## src/dnc_fixed_pkg.sv

```systemverilog
// Numeric format of the precedence weighting datapath
// Unsigned fixed point words shared by every unit through module parameters

package dnc_fixed_pkg;

  //////////////////////////////
  // Word format
  //////////////////////////////

  // Default width of every data word on the bus
  // Weights, precedence values, the summed weight and the retain factor
  // all use this width
  parameter int DATA_SIZE_DEFAULT = 16;

  // Default number of fraction bits
  // 12 of 16 bits gives an unsigned Q4.12 word
  // 1.0 is then 16'h1000 and the largest value just under 16.0
  parameter int FRAC_BITS_DEFAULT = 12;

  //////////////////////////////
  // Format rules
  //////////////////////////////

  // FRAC_BITS must stay below DATA_SIZE so that 1.0 fits in one word
  // Products are formed at twice the word width
  // The FRAC_BITS lowest product bits are dropped without rounding
  // Results that do not fit saturate at the all ones word

  // Weights live in [0, 1.0] and their sum is clamped to 1.0,
  // so the retain factor 1.0 - sum never goes below zero

  // No modulo arithmetic anywhere in the datapath

endpackage

```

## src/dnc_ctrl_pkg.sv

```systemverilog
// Control definitions of the precedence weighting datapath
// FSM encoding of the update unit and the default vector depth

package dnc_ctrl_pkg;

  //////////////////////////////
  // Vector depth
  //////////////////////////////

  // Memory locations the element buffer holds per stream
  parameter int MAX_N_DEFAULT = 16;

  //////////////////////////////
  // Update unit FSM
  //////////////////////////////

  typedef enum logic [2:0] {
    // Waiting for START
    IDLE_STATE    = 3'd0,
    // Waiting for the sum and both input vectors
    COLLECT_STATE = 3'd1,
    // One cycle to form 1.0 - sum, first read issued here
    RETAIN_STATE  = 3'd2,
    // Reads issued back to back, results streaming out
    STREAM_STATE  = 3'd3,
    // Last element on P_OUT, READY follows
    ENDER_STATE   = 3'd4
  } update_state_t;

endpackage

```

## src/dnc_write_summation.sv

```systemverilog
// Write summation unit, reduces the N write weights of one job to a scalar
// Sum saturates at 1.0 and is held with sum_done until the next START

module dnc_write_summation #(
  parameter int DATA_SIZE = dnc_fixed_pkg::DATA_SIZE_DEFAULT,
  parameter int FRAC_BITS = dnc_fixed_pkg::FRAC_BITS_DEFAULT
) (
  input  logic                 CLK,
  input  logic                 RST,

  // Job control
  input  logic                 START,
  input  logic                 W_IN_ENABLE,
  input  logic [DATA_SIZE-1:0] SIZE_N_IN,

  // Write weight stream
  input  logic [DATA_SIZE-1:0] W_IN,

  // Towards the update unit
  output logic [DATA_SIZE-1:0] sum_out,
  output logic                 sum_done
);

  //////////////////////////////
  // Constants and signals
  //////////////////////////////

  // 1.0 at accumulator width
  localparam logic [DATA_SIZE:0] ONE = {{DATA_SIZE{1'b0}}, 1'b1} << FRAC_BITS;

  // Vector length captured at START
  logic [DATA_SIZE-1:0] size_n;
  // Weights taken so far
  logic [DATA_SIZE-1:0] w_count;

  // One guard bit above the word
  logic [DATA_SIZE:0]   acc;
  logic [DATA_SIZE:0]   acc_add;
  logic [DATA_SIZE:0]   acc_next;

  logic                 w_take;

  //////////////////////////////
  // Datapath
  //////////////////////////////

  // Strobes after the Nth are not counted
  assign w_take = W_IN_ENABLE && !sum_done;

  // acc never exceeds 1.0, so the guard bit covers the carry
  assign acc_add  = acc + {1'b0, W_IN};
  assign acc_next = (acc_add > ONE) ? ONE : acc_add;

  // Clamped sum always fits the word
  assign sum_out = acc[DATA_SIZE-1:0];

  //////////////////////////////
  // Control
  //////////////////////////////

  always_ff @(posedge CLK or posedge RST) begin
    if (RST) begin
      size_n   <= '0;
      w_count  <= '0;
      acc      <= '0;
      sum_done <= 1'b0;
    end else if (START) begin
      // New job, everything from the last one dropped
      size_n   <= SIZE_N_IN;
      w_count  <= '0;
      acc      <= '0;
      sum_done <= 1'b0;
    end else if (w_take) begin
      acc     <= acc_next;
      w_count <= w_count + 1'b1;
      // Level rises in the cycle after the Nth strobe
      if (w_count + 1'b1 == size_n) begin
        sum_done <= 1'b1;
      end
    end
  end

  // Host keeps the W stream quiet once the sum is complete
  a_no_w_after_done : assert property (
    @(posedge CLK) disable iff (RST)
    (sum_done && !START) |-> !W_IN_ENABLE
  );

endmodule

```

## src/dnc_element_buffer.sv

```systemverilog
// Element buffer, stores the write and previous precedence vectors of a job
// Filled in arrival order by two independent streams, read back one cycle late

module dnc_element_buffer #(
  parameter int DATA_SIZE = dnc_fixed_pkg::DATA_SIZE_DEFAULT,
  parameter int MAX_N     = dnc_ctrl_pkg::MAX_N_DEFAULT
) (
  input  logic                     CLK,
  input  logic                     RST,

  // Job control and input strobes
  input  logic                     START,
  input  logic                     W_IN_ENABLE,
  input  logic                     P_IN_ENABLE,
  input  logic [DATA_SIZE-1:0]     SIZE_N_IN,

  // Input vectors, element j = 0 first
  input  logic [DATA_SIZE-1:0]     W_IN,
  input  logic [DATA_SIZE-1:0]     P_IN,

  // Read port driven by the update unit
  input  logic                     rd_en,
  input  logic [$clog2(MAX_N)-1:0] rd_addr,
  output logic [DATA_SIZE-1:0]     rd_w,
  output logic [DATA_SIZE-1:0]     rd_p,

  // Both vectors complete
  output logic                     buffer_full
);

  //////////////////////////////
  // Constants and signals
  //////////////////////////////

  localparam int ADDR_SIZE = $clog2(MAX_N);
  // Counters must reach MAX_N itself
  localparam int CNT_SIZE  = $clog2(MAX_N + 1);

  // Element storage
  logic [DATA_SIZE-1:0] w_mem [MAX_N];
  logic [DATA_SIZE-1:0] p_mem [MAX_N];

  // Job open and still filling
  logic                 busy;
  logic [CNT_SIZE-1:0]  size_n;

  // Write counters, one per stream
  logic [CNT_SIZE-1:0]  w_count;
  logic [CNT_SIZE-1:0]  p_count;
  logic [CNT_SIZE-1:0]  w_count_next;
  logic [CNT_SIZE-1:0]  p_count_next;

  logic                 w_done;
  logic                 p_done;
  logic                 w_take;
  logic                 p_take;

  //////////////////////////////
  // Write side
  //////////////////////////////

  assign w_done = (w_count == size_n);
  assign p_done = (p_count == size_n);

  // A strobe is taken only inside an open job and below N
  assign w_take = busy && W_IN_ENABLE && !w_done && !START;
  assign p_take = busy && P_IN_ENABLE && !p_done && !START;

  assign w_count_next = w_count + CNT_SIZE'(w_take);
  assign p_count_next = p_count + CNT_SIZE'(p_take);

  // Storage, written at the stream's own counter
  always_ff @(posedge CLK) begin
    if (w_take) begin
      w_mem[w_count[ADDR_SIZE-1:0]] <= W_IN;
    end
    if (p_take) begin
      p_mem[p_count[ADDR_SIZE-1:0]] <= P_IN;
    end
  end

  always_ff @(posedge CLK or posedge RST) begin
    if (RST) begin
      busy        <= 1'b0;
      size_n      <= '0;
      w_count     <= '0;
      p_count     <= '0;
      buffer_full <= 1'b0;
    end else if (START) begin
      busy        <= 1'b1;
      size_n      <= SIZE_N_IN[CNT_SIZE-1:0];
      w_count     <= '0;
      p_count     <= '0;
      buffer_full <= 1'b0;
    end else begin
      w_count <= w_count_next;
      p_count <= p_count_next;
      // Next counts used so the flag rises one cycle after the last strobe
      if (busy && (w_count_next == size_n) && (p_count_next == size_n)) begin
        busy        <= 1'b0;
        buffer_full <= 1'b1;
      end
    end
  end

  //////////////////////////////
  // Read side
  //////////////////////////////

  // Registered read, data valid the cycle after rd_en
  always_ff @(posedge CLK) begin
    if (rd_en) begin
      rd_w <= w_mem[rd_addr];
      rd_p <= p_mem[rd_addr];
    end
  end

  // Each stream delivers exactly N elements
  a_w_stream_bound : assert property (
    @(posedge CLK) disable iff (RST)
    (w_done && !START) |-> !W_IN_ENABLE
  );
  a_p_stream_bound : assert property (
    @(posedge CLK) disable iff (RST)
    (p_done && !START) |-> !P_IN_ENABLE
  );

  // Length must fit the storage
  a_size_in_range : assert property (
    @(posedge CLK) disable iff (RST)
    START |-> (SIZE_N_IN >= 1) && (SIZE_N_IN <= MAX_N)
  );

endmodule

```

## src/dnc_precedence_update.sv

```systemverilog
// Precedence update unit, waits for the sum and the buffered vectors of a job
// then streams p(j) = w(j) + (1.0 - sum) * p_prev(j), one element per cycle

module dnc_precedence_update #(
  parameter int DATA_SIZE = dnc_fixed_pkg::DATA_SIZE_DEFAULT,
  parameter int FRAC_BITS = dnc_fixed_pkg::FRAC_BITS_DEFAULT,
  parameter int MAX_N     = dnc_ctrl_pkg::MAX_N_DEFAULT
) (
  input  logic                     CLK,
  input  logic                     RST,

  input  logic                     START,

  // From the summation unit
  input  logic [DATA_SIZE-1:0]     sum_out,
  input  logic                     sum_done,

  // Buffer handshake and read port
  input  logic                     buffer_full,
  output logic                     rd_en,
  output logic [$clog2(MAX_N)-1:0] rd_addr,
  input  logic [DATA_SIZE-1:0]     rd_w,
  input  logic [DATA_SIZE-1:0]     rd_p,

  input  logic [DATA_SIZE-1:0]     SIZE_N_IN,

  // Result stream
  output logic [DATA_SIZE-1:0]     P_OUT,
  output logic                     P_OUT_ENABLE,
  output logic                     READY
);

  import dnc_ctrl_pkg::*;

  //////////////////////////////
  // Constants and signals
  //////////////////////////////

  localparam int ADDR_SIZE = $clog2(MAX_N);
  localparam int CNT_SIZE  = $clog2(MAX_N + 1);

  // 1.0 at word width
  localparam logic [DATA_SIZE-1:0] ONE = {{(DATA_SIZE-1){1'b0}}, 1'b1} << FRAC_BITS;

  update_state_t        state;

  logic [CNT_SIZE-1:0]  size_n;
  // Next element to read
  logic [CNT_SIZE-1:0]  rd_ptr;
  // Elements already sent
  logic [CNT_SIZE-1:0]  out_cnt;
  // Read data valid this cycle
  logic                 rd_valid;
  logic                 last_out;

  // 1.0 - sum, fixed for the whole job
  logic [DATA_SIZE-1:0]   retain;
  logic [2*DATA_SIZE-1:0] product;
  logic [DATA_SIZE:0]     mac_sum;
  logic [DATA_SIZE-1:0]   mac_sat;

  //////////////////////////////
  // Read stage
  //////////////////////////////

  // First read goes out in RETAIN so data meets the fresh retain factor
  assign rd_en   = ((state == RETAIN_STATE) || (state == STREAM_STATE)) &&
                   (rd_ptr != size_n);
  assign rd_addr = rd_ptr[ADDR_SIZE-1:0];

  //////////////////////////////
  // Multiply-add stage
  //////////////////////////////

  // retain is at most 1.0, so the shifted product never exceeds rd_p
  assign product = rd_p * retain;
  assign mac_sum = {1'b0, rd_w} + {1'b0, product[FRAC_BITS +: DATA_SIZE]};
  // Clip to the largest word
  assign mac_sat = mac_sum[DATA_SIZE] ? '1 : mac_sum[DATA_SIZE-1:0];

  assign last_out = (out_cnt + 1'b1 == size_n);

  always_ff @(posedge CLK) begin
    if (state == RETAIN_STATE) begin
      retain <= ONE - sum_out;
    end
  end

  //////////////////////////////
  // FSM and outputs
  //////////////////////////////

  always_ff @(posedge CLK or posedge RST) begin
    if (RST) begin
      state        <= IDLE_STATE;
      size_n       <= '0;
      rd_ptr       <= '0;
      out_cnt      <= '0;
      rd_valid     <= 1'b0;
      P_OUT        <= '0;
      P_OUT_ENABLE <= 1'b0;
      READY        <= 1'b0;
    end else begin
      // Two stage pipe, read then compute
      rd_valid     <= rd_en;
      P_OUT_ENABLE <= rd_valid;
      // Pulse the cycle after the last P_OUT_ENABLE
      READY        <= (state == ENDER_STATE);

      if (rd_en) begin
        rd_ptr <= rd_ptr + 1'b1;
      end
      if (rd_valid) begin
        P_OUT   <= mac_sat;
        out_cnt <= out_cnt + 1'b1;
      end

      case (state)
        IDLE_STATE : begin
          if (START) begin
            size_n  <= SIZE_N_IN[CNT_SIZE-1:0];
            rd_ptr  <= '0;
            out_cnt <= '0;
            state   <= COLLECT_STATE;
          end
        end
        // Side flags were cleared by START, wait for both
        COLLECT_STATE : begin
          if (sum_done && buffer_full) begin
            state <= RETAIN_STATE;
          end
        end
        RETAIN_STATE : begin
          state <= STREAM_STATE;
        end
        STREAM_STATE : begin
          if (rd_valid && last_out) begin
            state <= ENDER_STATE;
          end
        end
        ENDER_STATE : begin
          state <= IDLE_STATE;
        end
        default : begin
          state <= IDLE_STATE;
        end
      endcase
    end
  end

  // Outputs only inside a job
  a_no_out_idle : assert property (
    @(posedge CLK) disable iff (RST)
    (state == IDLE_STATE) |-> !P_OUT_ENABLE
  );

  // READY strictly after the stream
  a_ready_after_stream : assert property (
    @(posedge CLK) disable iff (RST)
    !(READY && P_OUT_ENABLE)
  );

endmodule

```

## src/dnc_precedence_weighting.sv

```systemverilog
// Precedence weighting of a DNC write head, one time step per START
// Host streams W and previous P, results come back on P_OUT with READY after

module dnc_precedence_weighting #(
  parameter int DATA_SIZE = dnc_fixed_pkg::DATA_SIZE_DEFAULT,
  parameter int FRAC_BITS = dnc_fixed_pkg::FRAC_BITS_DEFAULT,
  parameter int MAX_N     = dnc_ctrl_pkg::MAX_N_DEFAULT
) (
  input  logic                 CLK,
  input  logic                 RST,

  // Control
  input  logic                 START,
  output logic                 READY,

  // Element strobes, j = 0 to N-1
  input  logic                 W_IN_ENABLE,
  input  logic                 P_IN_ENABLE,
  output logic                 P_OUT_ENABLE,

  // Data
  input  logic [DATA_SIZE-1:0] SIZE_N_IN,
  input  logic [DATA_SIZE-1:0] W_IN,
  input  logic [DATA_SIZE-1:0] P_IN,
  output logic [DATA_SIZE-1:0] P_OUT
);

  //////////////////////////////
  // Internal wires
  //////////////////////////////

  // Summation to update
  logic [DATA_SIZE-1:0]     sum_out;
  logic                     sum_done;

  // Buffer to update
  logic                     buffer_full;
  logic                     rd_en;
  logic [$clog2(MAX_N)-1:0] rd_addr;
  logic [DATA_SIZE-1:0]     rd_w;
  logic [DATA_SIZE-1:0]     rd_p;

  //////////////////////////////
  // Units
  //////////////////////////////

  // Sum of w(t;i) over all locations
  dnc_write_summation #(
    .DATA_SIZE (DATA_SIZE),
    .FRAC_BITS (FRAC_BITS)
  ) write_summation (
    .CLK         (CLK),
    .RST         (RST),
    .START       (START),
    .W_IN_ENABLE (W_IN_ENABLE),
    .SIZE_N_IN   (SIZE_N_IN),
    .W_IN        (W_IN),
    .sum_out     (sum_out),
    .sum_done    (sum_done)
  );

  // Holds w(t) and p(t-1) while the sum forms
  dnc_element_buffer #(
    .DATA_SIZE (DATA_SIZE),
    .MAX_N     (MAX_N)
  ) element_buffer (
    .CLK         (CLK),
    .RST         (RST),
    .START       (START),
    .W_IN_ENABLE (W_IN_ENABLE),
    .P_IN_ENABLE (P_IN_ENABLE),
    .SIZE_N_IN   (SIZE_N_IN),
    .W_IN        (W_IN),
    .P_IN        (P_IN),
    .rd_en       (rd_en),
    .rd_addr     (rd_addr),
    .rd_w        (rd_w),
    .rd_p        (rd_p),
    .buffer_full (buffer_full)
  );

  // Retain factor and output stream
  dnc_precedence_update #(
    .DATA_SIZE (DATA_SIZE),
    .FRAC_BITS (FRAC_BITS),
    .MAX_N     (MAX_N)
  ) precedence_update (
    .CLK          (CLK),
    .RST          (RST),
    .START        (START),
    .sum_out      (sum_out),
    .sum_done     (sum_done),
    .buffer_full  (buffer_full),
    .rd_en        (rd_en),
    .rd_addr      (rd_addr),
    .rd_w         (rd_w),
    .rd_p         (rd_p),
    .SIZE_N_IN    (SIZE_N_IN),
    .P_OUT        (P_OUT),
    .P_OUT_ENABLE (P_OUT_ENABLE),
    .READY        (READY)
  );

endmodule

```

## config.mk

```make
export PLATFORM = sky130hd
export DESIGN_NAME = dnc_precedence_weighting
export DESIGN_NICKNAME = d
export VERILOG_FILES = /design/src/dnc_fixed_pkg.sv /design/src/dnc_ctrl_pkg.sv /design/src/dnc_write_summation.sv /design/src/dnc_element_buffer.sv /design/src/dnc_precedence_update.sv /design/src/dnc_precedence_weighting.sv
export SDC_FILE = /design/constraint.sdc
export NUM_CORES = 1
export LEC_CHECK = 0
export BUFFER_PORTS_ARGS = -buffer_cell sky130_fd_sc_hd__clkbuf_2
export CORE_ASPECT_RATIO = 1.4
export CORE_MARGIN = 8
export CORE_UTILIZATION = 57
export CTS_BUF_LIST = sky130_fd_sc_hd__clkbuf_16
export CTS_CLUSTER_DIAMETER = 80
export CTS_CLUSTER_SIZE = 12
export DETAILED_ROUTE_END_ITERATION = 10
export PLACE_DENSITY_LB_ADDON = 0.08
export SYNTH_ARGS = -nofsm -noshare
export SYNTH_HDL_FRONTEND = slang
export SYNTH_SLANG_ARGS = --single-unit
```

## constraint.sdc

```tcl
create_clock -name CLK -period 9.6 [get_ports CLK]
set_clock_uncertainty 0.2 [all_clocks]
set_input_delay 1.92 -clock CLK [delete_from_list [all_inputs] [get_ports CLK]]
set_output_delay 1.92 -clock CLK [all_outputs]
set_load 0.02 [all_outputs]
```

# After elaboration in Yosys (flattened, before gate mapping)
# Memory sizes are Yosys's and may differ from the RTL's. A register that Yosys moved wholly into a read port is not among the register bits.
# Index checks and enable logic that the tools add are counted.
[totals] register_bits=120 ramBits=512 inputBits=53 out_inout_bits=18 word_cells=97 n_memories=2
[memory_table] memory="element_buffer.p_mem" words=16 width=16 read_ports=1 rd_ports_with_merged_regs=1 wr=1 line="dnc_element_buffer.sv:41" text="logic [DATA_SIZE-1:0] p_mem [MAX_N];"
[memory_table] memory="element_buffer.w_mem" words=16 width=16 read_ports=1 rd_ports_with_merged_regs=1 wr=1 line="dnc_element_buffer.sv:40" text="logic [DATA_SIZE-1:0] w_mem [MAX_N];"
[classes] add_sub_neg=8 n_mul=1 magnitude_cmp=1 eq_ne=14 n_mux=29 reduce_logical=24
[ops] op="2-to-1 mux 17 bit" n=3
[ops] op="2-to-1 mux 16 bit" n=3
[ops] op="2-to-1 mux 5 bit" n=8
[ops] op="multiplier 16 x 16 -> 28 bit" n=1
[ops] op="equality test 5 bit" n=5
[ops] op="adder 16 x 16 -> 17 bit" n=1
[ops] op="adder 17 x 16 -> 17 bit" n=1
[ops] op="greater-than comparator 17 x 13 -> 1 bit (second input constant)" n=1
[ops] op="adder 16 x 1 -> 16 bit (second input constant)" n=1
[ops] op="equality test 16 bit" n=1
[ops] op="subtractor 13 x 16 -> 16 bit (first input constant)" n=1
[ops] op="logical AND 1 bit" n=12
[ops] op="case mux 3 bit (4 select lines)" n=1
[ops] op="2-to-1 mux 1 bit" n=11
[ops] op="adder 5 x 1 -> 5 bit" n=2
[ops] op="adder 5 x 1 -> 5 bit (second input constant)" n=2
[ops] op="2-to-1 mux 3 bit" n=3
[ops] op="equality test 3 x 2 -> 1 bit (second input constant)" n=2
[ops] op="nonzero test 2 bit" n=3
[ops] op="inequality test 5 bit" n=1
[ops] op="zero test 1 bit" n=4
[ops] op="inequality test 2 bit (second input constant)" n=2
[ops] op="AND reduction 2 bit" n=2
[ops] op="equality test 3 x 1 -> 1 bit (second input constant)" n=1
[ops] op="other kinds (5)" n=5

# Depth between registers and ports, before layout
# Gate-level depths: netlist of the first run.
[logic_depth] word_depth=10 ltp_mapped=30 mapped_depth_nobuf=28

# Cells and area by module
# A second synthesis of the first run with hierarchy kept.
[hier_totals] cells_unflattened=2388 hier_area_um2=35599.1
[by_module_without_submodules] mod="dnc_element_buffer" n_inst=1 cells_each=880 area_per_inst_um2=21466.8 seq_area_each_um2=16761.1
[by_module_without_submodules] mod="dnc_precedence_update" n_inst=1 cells_each=1124 area_per_inst_um2=10510.1 seq_area_each_um2=1406.3
[by_module_without_submodules] mod="dnc_write_summation" n_inst=1 cells_each=384 area_per_inst_um2=3622.2 seq_area_each_um2=1251.2

# Worst setup path after synthesis of the first run
# OpenSTA, ideal clock, no wires.
[synth_path] path_kind="reg-to-reg" start="register precedence_update.retain[1]" end="register precedence_update.P_OUT[15]" t_arrival_ns=6.915 t_required_ns=9.274 path_slack_ns=2.359 stages_incl_launch_ff=27 n_path_buf=1 synth_period_minus_slack_ns=7.241 path_cell_list="edfxtp_1 clkbuf_1 nand2_1 fa_1 fa_1 fa_1 fa_1 inv_1 fa_1 fa_1 ha_1 nand4_1 a21oi_1 a21oi_1 a211oi_1 nor2_1 o21ai_0 xor2_1 ha_1 a21o_1 a21o_1 a2111oi_0 o31a_1 o21ai_1 nand2_1 a211oi_1 a221o_1"
[synth_via] elab_chain_len=3
[synth_rtl] item="from (decl)" line="dnc_precedence_update.sv:57" text="logic [DATA_SIZE-1:0] retain;"
[synth_rtl] item="from (signal assigned)" line="dnc_precedence_update.sv:85" text="retain <= ONE - sum_out;"
[synth_rtl] item="multiplier 16 x 16 -> 28 bit" line="dnc_precedence_update.sv:76" text="assign product = rd_p * retain;"
[synth_rtl] item="adder 16 x 16 -> 17 bit" line="dnc_precedence_update.sv:77" text="assign mac_sum = {1'b0, rd_w} + {1'b0, product[FRAC_BITS +: DATA_SIZE]};"
[synth_rtl] item="2-to-1 mux 16 bit" line="dnc_precedence_update.sv:79" text="assign mac_sat = mac_sum[DATA_SIZE] ? '1 : mac_sum[DATA_SIZE-1:0];"
[synth_rtl] item="to (signal assigned)" line="dnc_precedence_update.sv:114" text="P_OUT <= mac_sat;"
[synth_rtl] item="to (decl)" line="dnc_precedence_update.sv:28" text="output logic [DATA_SIZE-1:0] P_OUT,"
# No other way between the ends.
# A chain may end at the register's enable or synchronous reset.

# Worst setup path after layout of the first run
[layout_path] start="register element_buffer.rd_p[9] (read register of element_buffer.p_mem)" end="register precedence_update.P_OUT[4]"
[layout_via] elab_chain_len=3
[layout_rtl] item="from (decl)" line="dnc_element_buffer.sv:25" text="output logic [DATA_SIZE-1:0] rd_p,"
[layout_rtl] item="multiplier 16 x 16 -> 28 bit" line="dnc_precedence_update.sv:76"
[layout_rtl] item="adder 16 x 16 -> 17 bit" line="dnc_precedence_update.sv:77"
[layout_rtl] item="2-to-1 mux 16 bit" line="dnc_precedence_update.sv:79"
# No other way between the ends.

==> results of run 1 <==
[cell type report]
class / count / share of cell area, %
multi-input cells: 1336 / 37.69
inverters: 229 / 2.264
flip-flops and latches: 659 / 50.69
repair buffers: 115 / 1.840
clock buffers: 62 / 4.074
clock inverters: 51 / 0.7491
diodes: 2 / 0.01314
well taps: 817 / 2.684
[routing by layer]
metal | GRT usage (%) | part of all wire (%)
met5 | 0 | 0.034
met4 | 9.797 | 4.4
met3 | 3.156 | 5.0
met2 | 40.21 | 51
met1 | 29.50 | 39
[synth_stat cells (3+ instances only)]
master and n:
o211ai_1 4, nor3_1 24, clkbuf_1 80, nor4_1 9
o31ai_1 5, mux4_2 160, o21bai_1 10, a21o_1 17
nand2_1 187, o311ai_0 3, xnor2_1 74, a211oi_1 10
buf_1 17, ha_1 121, nand3_1 25, edfxtp_1 560
mux2_2 21, and3_1 7, nor2_1 87, nor3b_1 3
or3_1 18, o22a_1 15, xor2_1 55, o21a_1 7
and2_1 118, o21ai_1 6, nor2b_1 12, nand2b_1 11
dfrtp_1 99, inv_1 229, fa_1 190, a22o_1 8
a2111oi_0 6, a21oi_1 48, o21ai_0 21, mux2i_1 5
nand4_1 10, buf_2 3
[cells by family (layout without fill, tap and decap cells)]
logic type / Yosys count / in the layout
AOI/OAI and AO/OA: 188 / 188
adders and majority gates: 311 / 311
DFF: 659 / 659
other: 0 / 2
xor gates and xnor gates: 129 / 129
and+or+nand+nor: 522 / 522
muxes: 186 / 186
buffers and inverters: 329 / 457
[how the worst max path moves through the flow]
stage	end	cells after the start
finish	precedence_update.P_OUT[4]$_DFFE_PP0P_	22
global route	precedence_update.P_OUT[4]$_DFFE_PP0P_	25
CTS	precedence_update.P_OUT[9]$_DFFE_PP0P_	25
detailed placement	precedence_update.P_OUT[4]$_DFFE_PP0P_	25
global placement	precedence_update.P_OUT[13]$_DFFE_PP0P_	26
floorplan	precedence_update.P_OUT[15]$_DFFE_PP0P_	26
[state kept, by name (all words and copies together), names as in the netlist, 16 cells and up]
register and flops:
element_buffer.p_mem 256, element_buffer.w_mem 256, write_summation.acc 17, element_buffer.rd_p 16
element_buffer.rd_w 16, precedence_update.P_OUT 16, precedence_update.retain 16, write_summation.size_n 16
write_summation.w_count 16
[stage by stage]
step	util (%)	worst slack, ns
2_1_floorplan	-	2.359
3_3_place_gp	59.76	1.252
3_5_place_dp	59.76	1.058
4_1_cts	62.79	1.014
5_1_grt	62.79	0.5119
6_report	62.79	1.060
==> metrics, run 1 <==
non-filler cells in the finished layout=3271; largest area contributor in the netlist=edfxtp_1; Synth top area share=48.37%; crit path max fanout=16; EDFF count, synth=560; DR vias=19320; Die ar.=69260 um^2; average wire per standard cell=24.13 um; worst hold margin=0.3035 ns; placed insts=3156; commonest non-fill, non-tap cell in the layout=edfxtp_1; CP arrival=8.89 ns; initial core utilization=57.32%; final hold vios=0; Finished Cell Area=38080 um^2; area of the multi-input gates=14350 um^2; Cells after Synth=2324; Tot GR Track Use=23.30%; Hold Path Class=flop to flop; FF-to-FF Start=element_buffer.rd_p[9]$_DFFE_PP_; max frequency=0.1171 GHz; Final ANT Viol Nets=0; RSZ-0062 raised after global routing=false; critical path's largest stage delay=0.80 ns; min Tclk post-route=8.540 ns; Worst Setup End Kind=flop; Reg area=19300 um^2; post-synthesis sequential area ratio=55.50%; WL final=78930 um; hold_sp=precedence_update.P_OUT[7]$_DFFE_PP0P_; predominant post-synthesis flop cell=edfxtp_1; share of layout cells above drive strength 1=16.97%; compound-gate portion of the synthesized area=3.880%; Mapped Avg Cell Area=14.96 um^2; outcome=finished, final reports clean; First DRT Iteration DRCs=1574; Die X=224.7 um; Post-Syn Area=34760 um^2; Crit path required time=9.95 ns; dpl hpwl=52490 um; Mapped Nets=2688; WHS Path Cells=1; commonest non-fill, non-tap cells in the layout=560 x edfxtp_1, 274 x inv_1, 190 x fa_1, 187 x nand2_1, 160 x mux4_2; TritonCTS clock tree=yes; pin count of the biggest net entering global routing=103; synth top area cells=edfxtp_1 48%, fa_1 11%, mux4_2 10%, dfrtp_1 7.1%, ha_1 4.4%; Filler cells=4470; dpl cell area=36240 um^2; first-pass GRT wire length=121500 um; Root Buffer=clkbuf_16; asr flop ratio synth=15.02%; Resize count post-CTS=0; XOR/XNOR Fraction of Synth Area=3.250%; Worst R2R Setup Slack=1.06 ns; post-cts hold buffer count=0; core area=60650 um^2; endpoints failing setup=0; Setup TNS=0 ns; critical path class=flop to flop; critical path's slowest cell=o21ai_1; worst path cell trace=nand2_1 -> fa_1 -> fa_1 -> fa_1 -> fa_1 -> inv_1 -> fa_1 -> fa_1 -> ha_1 -> a21oi_1 -> o21ai_0 -> a21oi_1 -> a211oi_1 -> nor2_1 -> o21ai_1 -> a2111oi_0 -> o21bai_1 -> xnor2_1 -> ha_1 -> nand2_1 -> o21ai_1 -> o22a_1; number of library cell types mapped by synthesis=70; clock latency on the worst-skew pair=0.64 ns; layout net count=2766; worst-margin pin slew=1.106 ns; io pins=71; Min-Delay Endpoint=precedence_update.P_OUT[7]$_DFFE_PP0P_; max_slew headroom=26.29%; Die Ht=308.2 um; RD Place Congestion=0.9164; Final period util=88.96%; maximum root-to-sink buffer count=3; DRC=0; total global routing overflow=0; antenna violations before repair=8; standard-cell rows=107; Slew Limit Fails=0; R2R Path End=precedence_update.P_OUT[4]$_DFFE_PP0P_; Crit path top cell by count=fa_1; setup bufs post-CTS=0; crit path buf inv count=1; area grow syn2layout=9.549%; mux cell area share after synthesis=11.19%; CTS sink cnt=659; I/O Buffers=70; Clock transition at path regs=0.06 ns; crit path launch type=flop; #FFs+latches synth=659; adder-cell share of the synthesized area=15.30%; Synth Area in Simple Gates=7.321%; vias in the first global route=20750; family with the most delay on the worst path=adder cells; vias per cell=5.908; crit path from=element_buffer.rd_p[9]$_DFFE_PP_; R2R depth=22; CTS Buf Count=61; main combinational cell family by area after synthesis=adder cells; max cap viols=0; Ys Warns=0; # H-tree levels=2; DRT Pass-1 Iters=7
Power of run 1 is not shown: default switching activity piles up to over one toggle a cycle in this logic, so the estimate is an artifact.
==> run 2: changes to the inputs <==
--- a/config.mk
+++ b/config.mk
@@ -8,7 +8,7 @@
 export BUFFER_PORTS_ARGS = -buffer_cell sky130_fd_sc_hd__clkbuf_2
 export CORE_ASPECT_RATIO = 1.4
 export CORE_MARGIN = 8
-export CORE_UTILIZATION = 57
+export CORE_UTILIZATION = 50
 export CTS_BUF_LIST = sky130_fd_sc_hd__clkbuf_16
 export CTS_CLUSTER_DIAMETER = 80
 export CTS_CLUSTER_SIZE = 12
==> constraint.sdc (replaced) <==
create_clock -name CLK -period 7.04 [get_ports CLK]
set_clock_uncertainty 0.2 [all_clocks]
set_input_delay 1.408 -clock CLK [delete_from_list [all_inputs] [get_ports CLK]]
set_output_delay 1.408 -clock CLK [all_outputs]
set_load 0.02 [all_outputs]
==> metrics, run 2 (synthesis results as in run 1) <==
outcome=complete, but fails checks (was finished, final reports clean); failing checks=negative setup slack; antenna violations before repair=6 (was 8); initial core utilization=50.46% (was 57.32%); first-pass GRT wire length=126500 um (was 121500 um); Finished Cell Area=39790 um^2 (was 38080 um^2); R2R Path End=precedence_update.P_OUT[3]$_DFFE_PP0P_ (was precedence_update.P_OUT[4]$_DFFE_PP0P_); Final period util=103.0% (was 88.96%); max cap viols=0 (unchanged); I/O Buffers=70 (unchanged); total global routing overflow=0 (unchanged); Crit path required time=7.32 ns (was 9.95 ns); Worst R2R Setup Slack=-0.21 ns (was 1.06 ns); crit path max fanout=7 (was 16); vias in the first global route=21310 (was 20750); CP arrival=7.53 ns (was 8.89 ns); min Tclk post-route=7.248 ns (was 8.540 ns); io pins=71 (unchanged); vias per cell=5.584 (was 5.908); clock latency on the worst-skew pair=0.65 ns (was 0.64 ns); endpoints failing setup=16 (was 0); CTS sink cnt=659 (unchanged); dpl cell area=37380 um^2 (was 36240 um^2); max frequency=0.1380 GHz (was 0.1171 GHz); DRT Pass-1 Iters=5 (was 7); share of layout cells above drive strength 1=24.91% (was 16.97%); final hold vios=0 (unchanged); worst-margin pin slew=1.089 ns (was 1.106 ns); Slew Limit Fails=0 (unchanged); WHS Path Cells=1 (unchanged); hold_sp=precedence_update.P_OUT[14]$_DFFE_PP0P_ (was precedence_update.P_OUT[7]$_DFFE_PP0P_); WL final=82340 um (was 78930 um); average wire per standard cell=23.29 um (was 24.13 um); Setup Slack @ Placement=-0.6252 ns (was 1.058 ns); crit path launch type=flop (unchanged); Die ar.=78340 um^2 (was 69260 um^2); layout net count=2931 (was 2766); Root Buffer=clkbuf_16 (unchanged); Die X=238.9 um (was 224.7 um); non-filler cells in the finished layout=3535 (was 3271); critical path's largest stage delay=0.55 ns (was 0.80 ns); TritonCTS clock tree=yes (unchanged); CTS Buf Count=61 (unchanged); # H-tree levels=2 (unchanged); Clock transition at path regs=0.06 ns (about the same); maximum root-to-sink buffer count=3 (unchanged); core area=68890 um^2 (was 60650 um^2); commonest non-fill, non-tap cells in the layout=560 x edfxtp_1, 255 x inv_1, 189 x buf_4, 187 x nand2_1, 184 x fa_1 (was 560 x edfxtp_1, 274 x inv_1, 190 x fa_1, 187 x nand2_1, 160 x mux4_2); area grow syn2layout=14.46% (was 9.549%); pin count of the biggest net entering global routing=68 (was 103); R2R depth=29 (was 22); FF-to-FF Start=precedence_update.retain[4]$_DFFE_PP_ (was element_buffer.rd_p[9]$_DFFE_PP_); Final ANT Viol Nets=0 (unchanged); standard-cell rows=114 (was 107); commonest non-fill, non-tap cell in the layout=edfxtp_1 (unchanged); Die Ht=328.0 um (was 308.2 um); Worst Setup End Kind=flop (unchanged); Min-Delay Endpoint=precedence_update.P_OUT[14]$_DFFE_PP0P_ (was precedence_update.P_OUT[7]$_DFFE_PP0P_); critical path class=flop to flop (unchanged); placed insts=3400 (was 3156); Hold Path Class=flop to flop (unchanged); critical path's slowest cell=fa_1 (was o21ai_1); Crit path top cell by count=fa_1 (unchanged); RSZ-0062 raised after global routing=true (was false); dpl hpwl=55120 um (was 52490 um); Tot GR Track Use=21.33% (was 23.30%); Final Worst Setup Slack=-0.2085 ns (was 1.060 ns); First DRT Iteration DRCs=1280 (was 1574); RD Place Congestion=0.8973 (was 0.9164); DR vias=19740 (was 19320); DRC=0 (unchanged); post-cts hold buffer count=0 (unchanged); max_slew headroom=27.41% (was 26.29%)
run 2: cell types whose count changed in the layout (fill, tap and decap cells not counted), moves of 8 or more:
| cell | previous run | this run |
|---|---|---|
| a21oi_1 | 48 | 35 |
| a21oi_2 | 1 | 12 |
| buf_4 | 44 | 189 |
| buf_6 | 0 | 18 |
| ha_1 | 121 | 111 |
| ha_4 | 0 | 8 |
| inv_1 | 274 | 255 |
| inv_2 | 0 | 8 |
run 2: cell type report:
type                            count  area (um^2)
Multi-Input combinational cell   1336        14710
Antenna cell                        2        5.005
Timing Repair Buffer              280         2022
Clock inverter                     40        202.7
Inverter                          229        862.1
Tap cell                          928         1161
Sequential cell                   659        19300
Fill cell                        5431        29100
Clock buffer                       61         1526
run 2: per-stage QoR:
step                      hold WS, ns  util [%]  TNS (ns)
final                          0.2999     57.75    -2.907
after global routing           0.3143     57.75    -7.545
after CTS                      0.3031     57.43    -3.409
after detailed placement       0.2881     54.26    -8.831
after global placement         0.2815     54.26    -8.417
after floorplan                0.2470         -         0
run 2: layer usage:
layer / part of all wire [%] / track usage [%] / up-vias / wire (um)
li1: - / - / 8829 / -
met1: 40 / 26.03 / 10370 / 32750
met2: 53 / 38.10 / 374 / 43470
met3: 3.8 / 3.145 / 158 / 3161
met4: 3.5 / 7.781 / 6 / 2911
met5: 0.050 / 0 / - / 41
run 2: what timing repair did:
item | 4_1_cts | 5_1_grt
buffers inserted | 22 | 11
gates cloned | 1 | 0
endpoints found under the setup margin | 16 | 16
resized for setup | 75 | 27
pin swaps | 67 | 37
run 2: how the worst max path moves through the flow:
stage | end | slack (ns) | cells after the start | from
after detailed placement | precedence_update.P_OUT[15]$_DFFE_PP0P_ | -0.63 | 25 | element_buffer.rd_p[10]$_DFFE_PP_
after global placement | precedence_update.P_OUT[15]$_DFFE_PP0P_ | -0.59 | 25 | element_buffer.rd_p[10]$_DFFE_PP_
after floorplan | precedence_update.P_OUT[15]$_DFFE_PP0P_ | 0.01 | 27 | element_buffer.rd_p[5]$_DFFE_PP_
after global routing | precedence_update.P_OUT[6]$_DFFE_PP0P_ | -0.50 | 26 | element_buffer.rd_p[1]$_DFFE_PP_
after CTS | precedence_update.P_OUT[15]$_DFFE_PP0P_ | -0.27 | 29 | element_buffer.rd_p[8]$_DFFE_PP_
final | precedence_update.P_OUT[3]$_DFFE_PP0P_ | -0.21 | 29 | precedence_update.retain[4]$_DFFE_PP_
run 2: worst max-delay path, delay by kind of cell (launching register included):
kind,cells,cell delay [ns]
adder cells (fa/ha/maj),8,3.58
AO/OA/AOI/OAI,12,1.77
buffers and inverters,5,0.56
flip-flops,1,0.50
AND/OR/NAND/NOR,3,0.35
XOR/XNOR,1,0.10
Power of run 2 is left out for the same reason.
==> run 3: changes to the inputs <==
==> constraint.sdc (replaced) <==
create_clock -name CLK -period 7.6 [get_ports CLK]
set_clock_uncertainty 0.2 [all_clocks]
set_input_delay 1.52 -clock CLK [delete_from_list [all_inputs] [get_ports CLK]]
set_output_delay 1.52 -clock CLK [all_outputs]
set_load 0.02 [all_outputs]
==> metrics, run 3 (synthesis results as in run 1) <==
outcome=finished, final reports clean (was complete, but fails checks); critical path's slowest cell=fa_1 (unchanged); Die Ht=328.0 um (unchanged); # H-tree levels=2 (unchanged); Worst Setup End Kind=flop (unchanged); average wire per standard cell=23.51 um (was 23.29 um); endpoints failing setup=0 (was 16); hold_sp=precedence_update.P_OUT[12]$_DFFE_PP0P_ (was precedence_update.P_OUT[14]$_DFFE_PP0P_); Final Worst Setup Slack=0.3380 ns (was -0.2085 ns); CTS Buf Count=61 (unchanged); worst-margin pin slew=1.117 ns (was 1.089 ns); I/O Buffers=70 (unchanged); vias per cell=5.650 (was 5.584); total global routing overflow=0 (unchanged); crit path from=precedence_update.retain[4]$_DFFE_PP_ (unchanged); TritonCTS clock tree=yes (unchanged); Hold Path Class=flop to flop (unchanged); maximum root-to-sink buffer count=3 (unchanged); CTS sink cnt=659 (unchanged); fin util=56.79% (was 57.75%); Setup Slack @ Placement=-0.1420 ns (was -0.6252 ns); crit path max fanout=5 (was 7); Root Buffer=clkbuf_16 (unchanged); antenna violations before repair=6 (unchanged); final hold vios=0 (unchanged); clock latency on the worst-skew pair=0.65 ns (about the same); first-pass GRT wire length=124600 um (was 126500 um); area grow syn2layout=12.55% (was 14.46%); WL final=81190 um (was 82340 um); Slew Limit Fails=0 (unchanged); DR vias=19510 (was 19740); RD Place Congestion=0.8731 (was 0.8973); Filler cells=5438 (was 5431); DRC=0 (unchanged); vias in the first global route=20700 (was 21310); pin count of the biggest net entering global routing=92 (was 68); non-filler cells in the finished layout=3453 (was 3535); commonest non-fill, non-tap cells in the layout=560 x edfxtp_1, 247 x inv_1, 188 x fa_1, 186 x nand2_1, 160 x mux4_2 (was 560 x edfxtp_1, 255 x inv_1, 189 x buf_4, 187 x nand2_1, 184 x fa_1); core area=68890 um^2 (unchanged); placed insts=3360 (was 3400); Die X=238.9 um (unchanged); DRT Pass-1 Iters=7 (was 5); post-cts hold buffer count=0 (unchanged); max frequency=0.1377 GHz (was 0.1380 GHz); share of layout cells above drive strength 1=21.99% (was 24.91%); max cap viols=0 (unchanged); standard-cell rows=114 (unchanged); min Tclk post-route=7.262 ns (was 7.248 ns); Final ANT Viol Nets=0 (unchanged); critical path's largest stage delay=0.56 ns (was 0.55 ns); crit path launch type=flop (unchanged); CP arrival=7.59 ns (was 7.53 ns); dpl hpwl=54470 um (was 55120 um); Crit path required time=7.93 ns (was 7.32 ns); Die ar.=78340 um^2 (unchanged); Final period util=95.55% (was 103.0%); layout net count=2865 (was 2931); commonest non-fill, non-tap cell in the layout=edfxtp_1 (unchanged); FF-to-FF Start=precedence_update.retain[4]$_DFFE_PP_ (unchanged); First DRT Iteration DRCs=1515 (was 1280); family with the most delay on the worst path=adder cells (unchanged); initial core utilization=50.46% (unchanged); Tot GR Track Use=21.00% (was 21.33%); Crit path top cell by count=fa_1 (unchanged); max_slew headroom=25.51% (was 27.41%); io pins=71 (unchanged); crit path buf inv count=7 (was 5); Clock transition at path regs=0.07 ns (was 0.06 ns); critical path class=flop to flop (unchanged)
[run 3: cell count changes in the layout (fill, tap and decap cells not counted), moves of 5 or more]
cell / delta
and2_4: -5
buf_6: -12
ha_1: +5
buf_4: -56
and2_1: +5
inv_2: -8
inv_1: -8
[run 3: worst reg2reg max path: cells and delay by family (launching register included)]
| kind | cells | cell delay [ns] |
|---|---|---|
| AO/OA/AOI/OAI | 9 | 1.67 |
| XOR/XNOR | 1 | 0.19 |
| adder cells (fa/ha/maj) | 8 | 3.49 |
| buffers and inverters | 7 | 0.80 |
| flip-flops | 1 | 0.45 |
| AND/OR/NAND/NOR | 3 | 0.37 |
[run 3: timing repair]
action | CTS | global route
cloned | 0 | 1
buffers inserted | 0 | 5
gates resized for setup | 7 | 50
pin swaps | 0 | 34
setup endpoints to repair | 15 | 16
[run 3: final timing paths]
path,end,slack (ns),cells after the start
max in group asynchronous,precedence_update.rd_ptr[1]$_DFF_PP0_,5.14,3
worst min-delay path,precedence_update.P_OUT[12]$_DFFE_PP0P_,0.30,1
worst max-delay path,precedence_update.P_OUT[15]$_DFFE_PP0P_,0.34,28
worst max register to register,precedence_update.P_OUT[15]$_DFFE_PP0P_,0.34,28
min in group asynchronous,write_summation.w_count[10]$_DFFE_PP0P_,0.69,2
worst min register to register,precedence_update.P_OUT[12]$_DFFE_PP0P_,0.30,1
[run 3: layer usage]
layer | vias to the layer above | global-route usage, % | routed length (um)
met3 | 131 | 2.491 | 3284
met5 | - | 0 | 40
met1 | 10290 | 26.78 | 33140
li1 | 8687 | - | -
met4 | 6 | 6.404 | 2285
met2 | 397 | 37.30 | 42440
[run 3: stage by stage]
| stage | hold slack, ns | TNS (ns) | area, um^2 |
|---|---|---|---|
| floorplan | 0.2470 | 0 | 34760 |
| global placement | 0.2857 | -0.03347 | 37120 |
| detailed placement | 0.2872 | -0.6693 | 37120 |
| CTS | 0.3021 | 0 | 38840 |
| global route | 0.3201 | -0.0008855 | 39130 |
| finish | 0.2991 | 0 | 39130 |
[run 3: layout make-up]
cell class,count,area [um^2],share of cell area [%]
Antenna cell,1,2.502,0.006396
Clock buffer,62,1551,3.965
Clock inverter,24,150.1,0.3837
Inverter,229,862.1,2.203
Multi-Input combinational cell,1336,14580,37.26
Sequential cell,659,19300,49.33
Tap cell,928,1161,2.968
Timing Repair Buffer,214,1516,3.876
Power of run 3 is left out for the same reason.
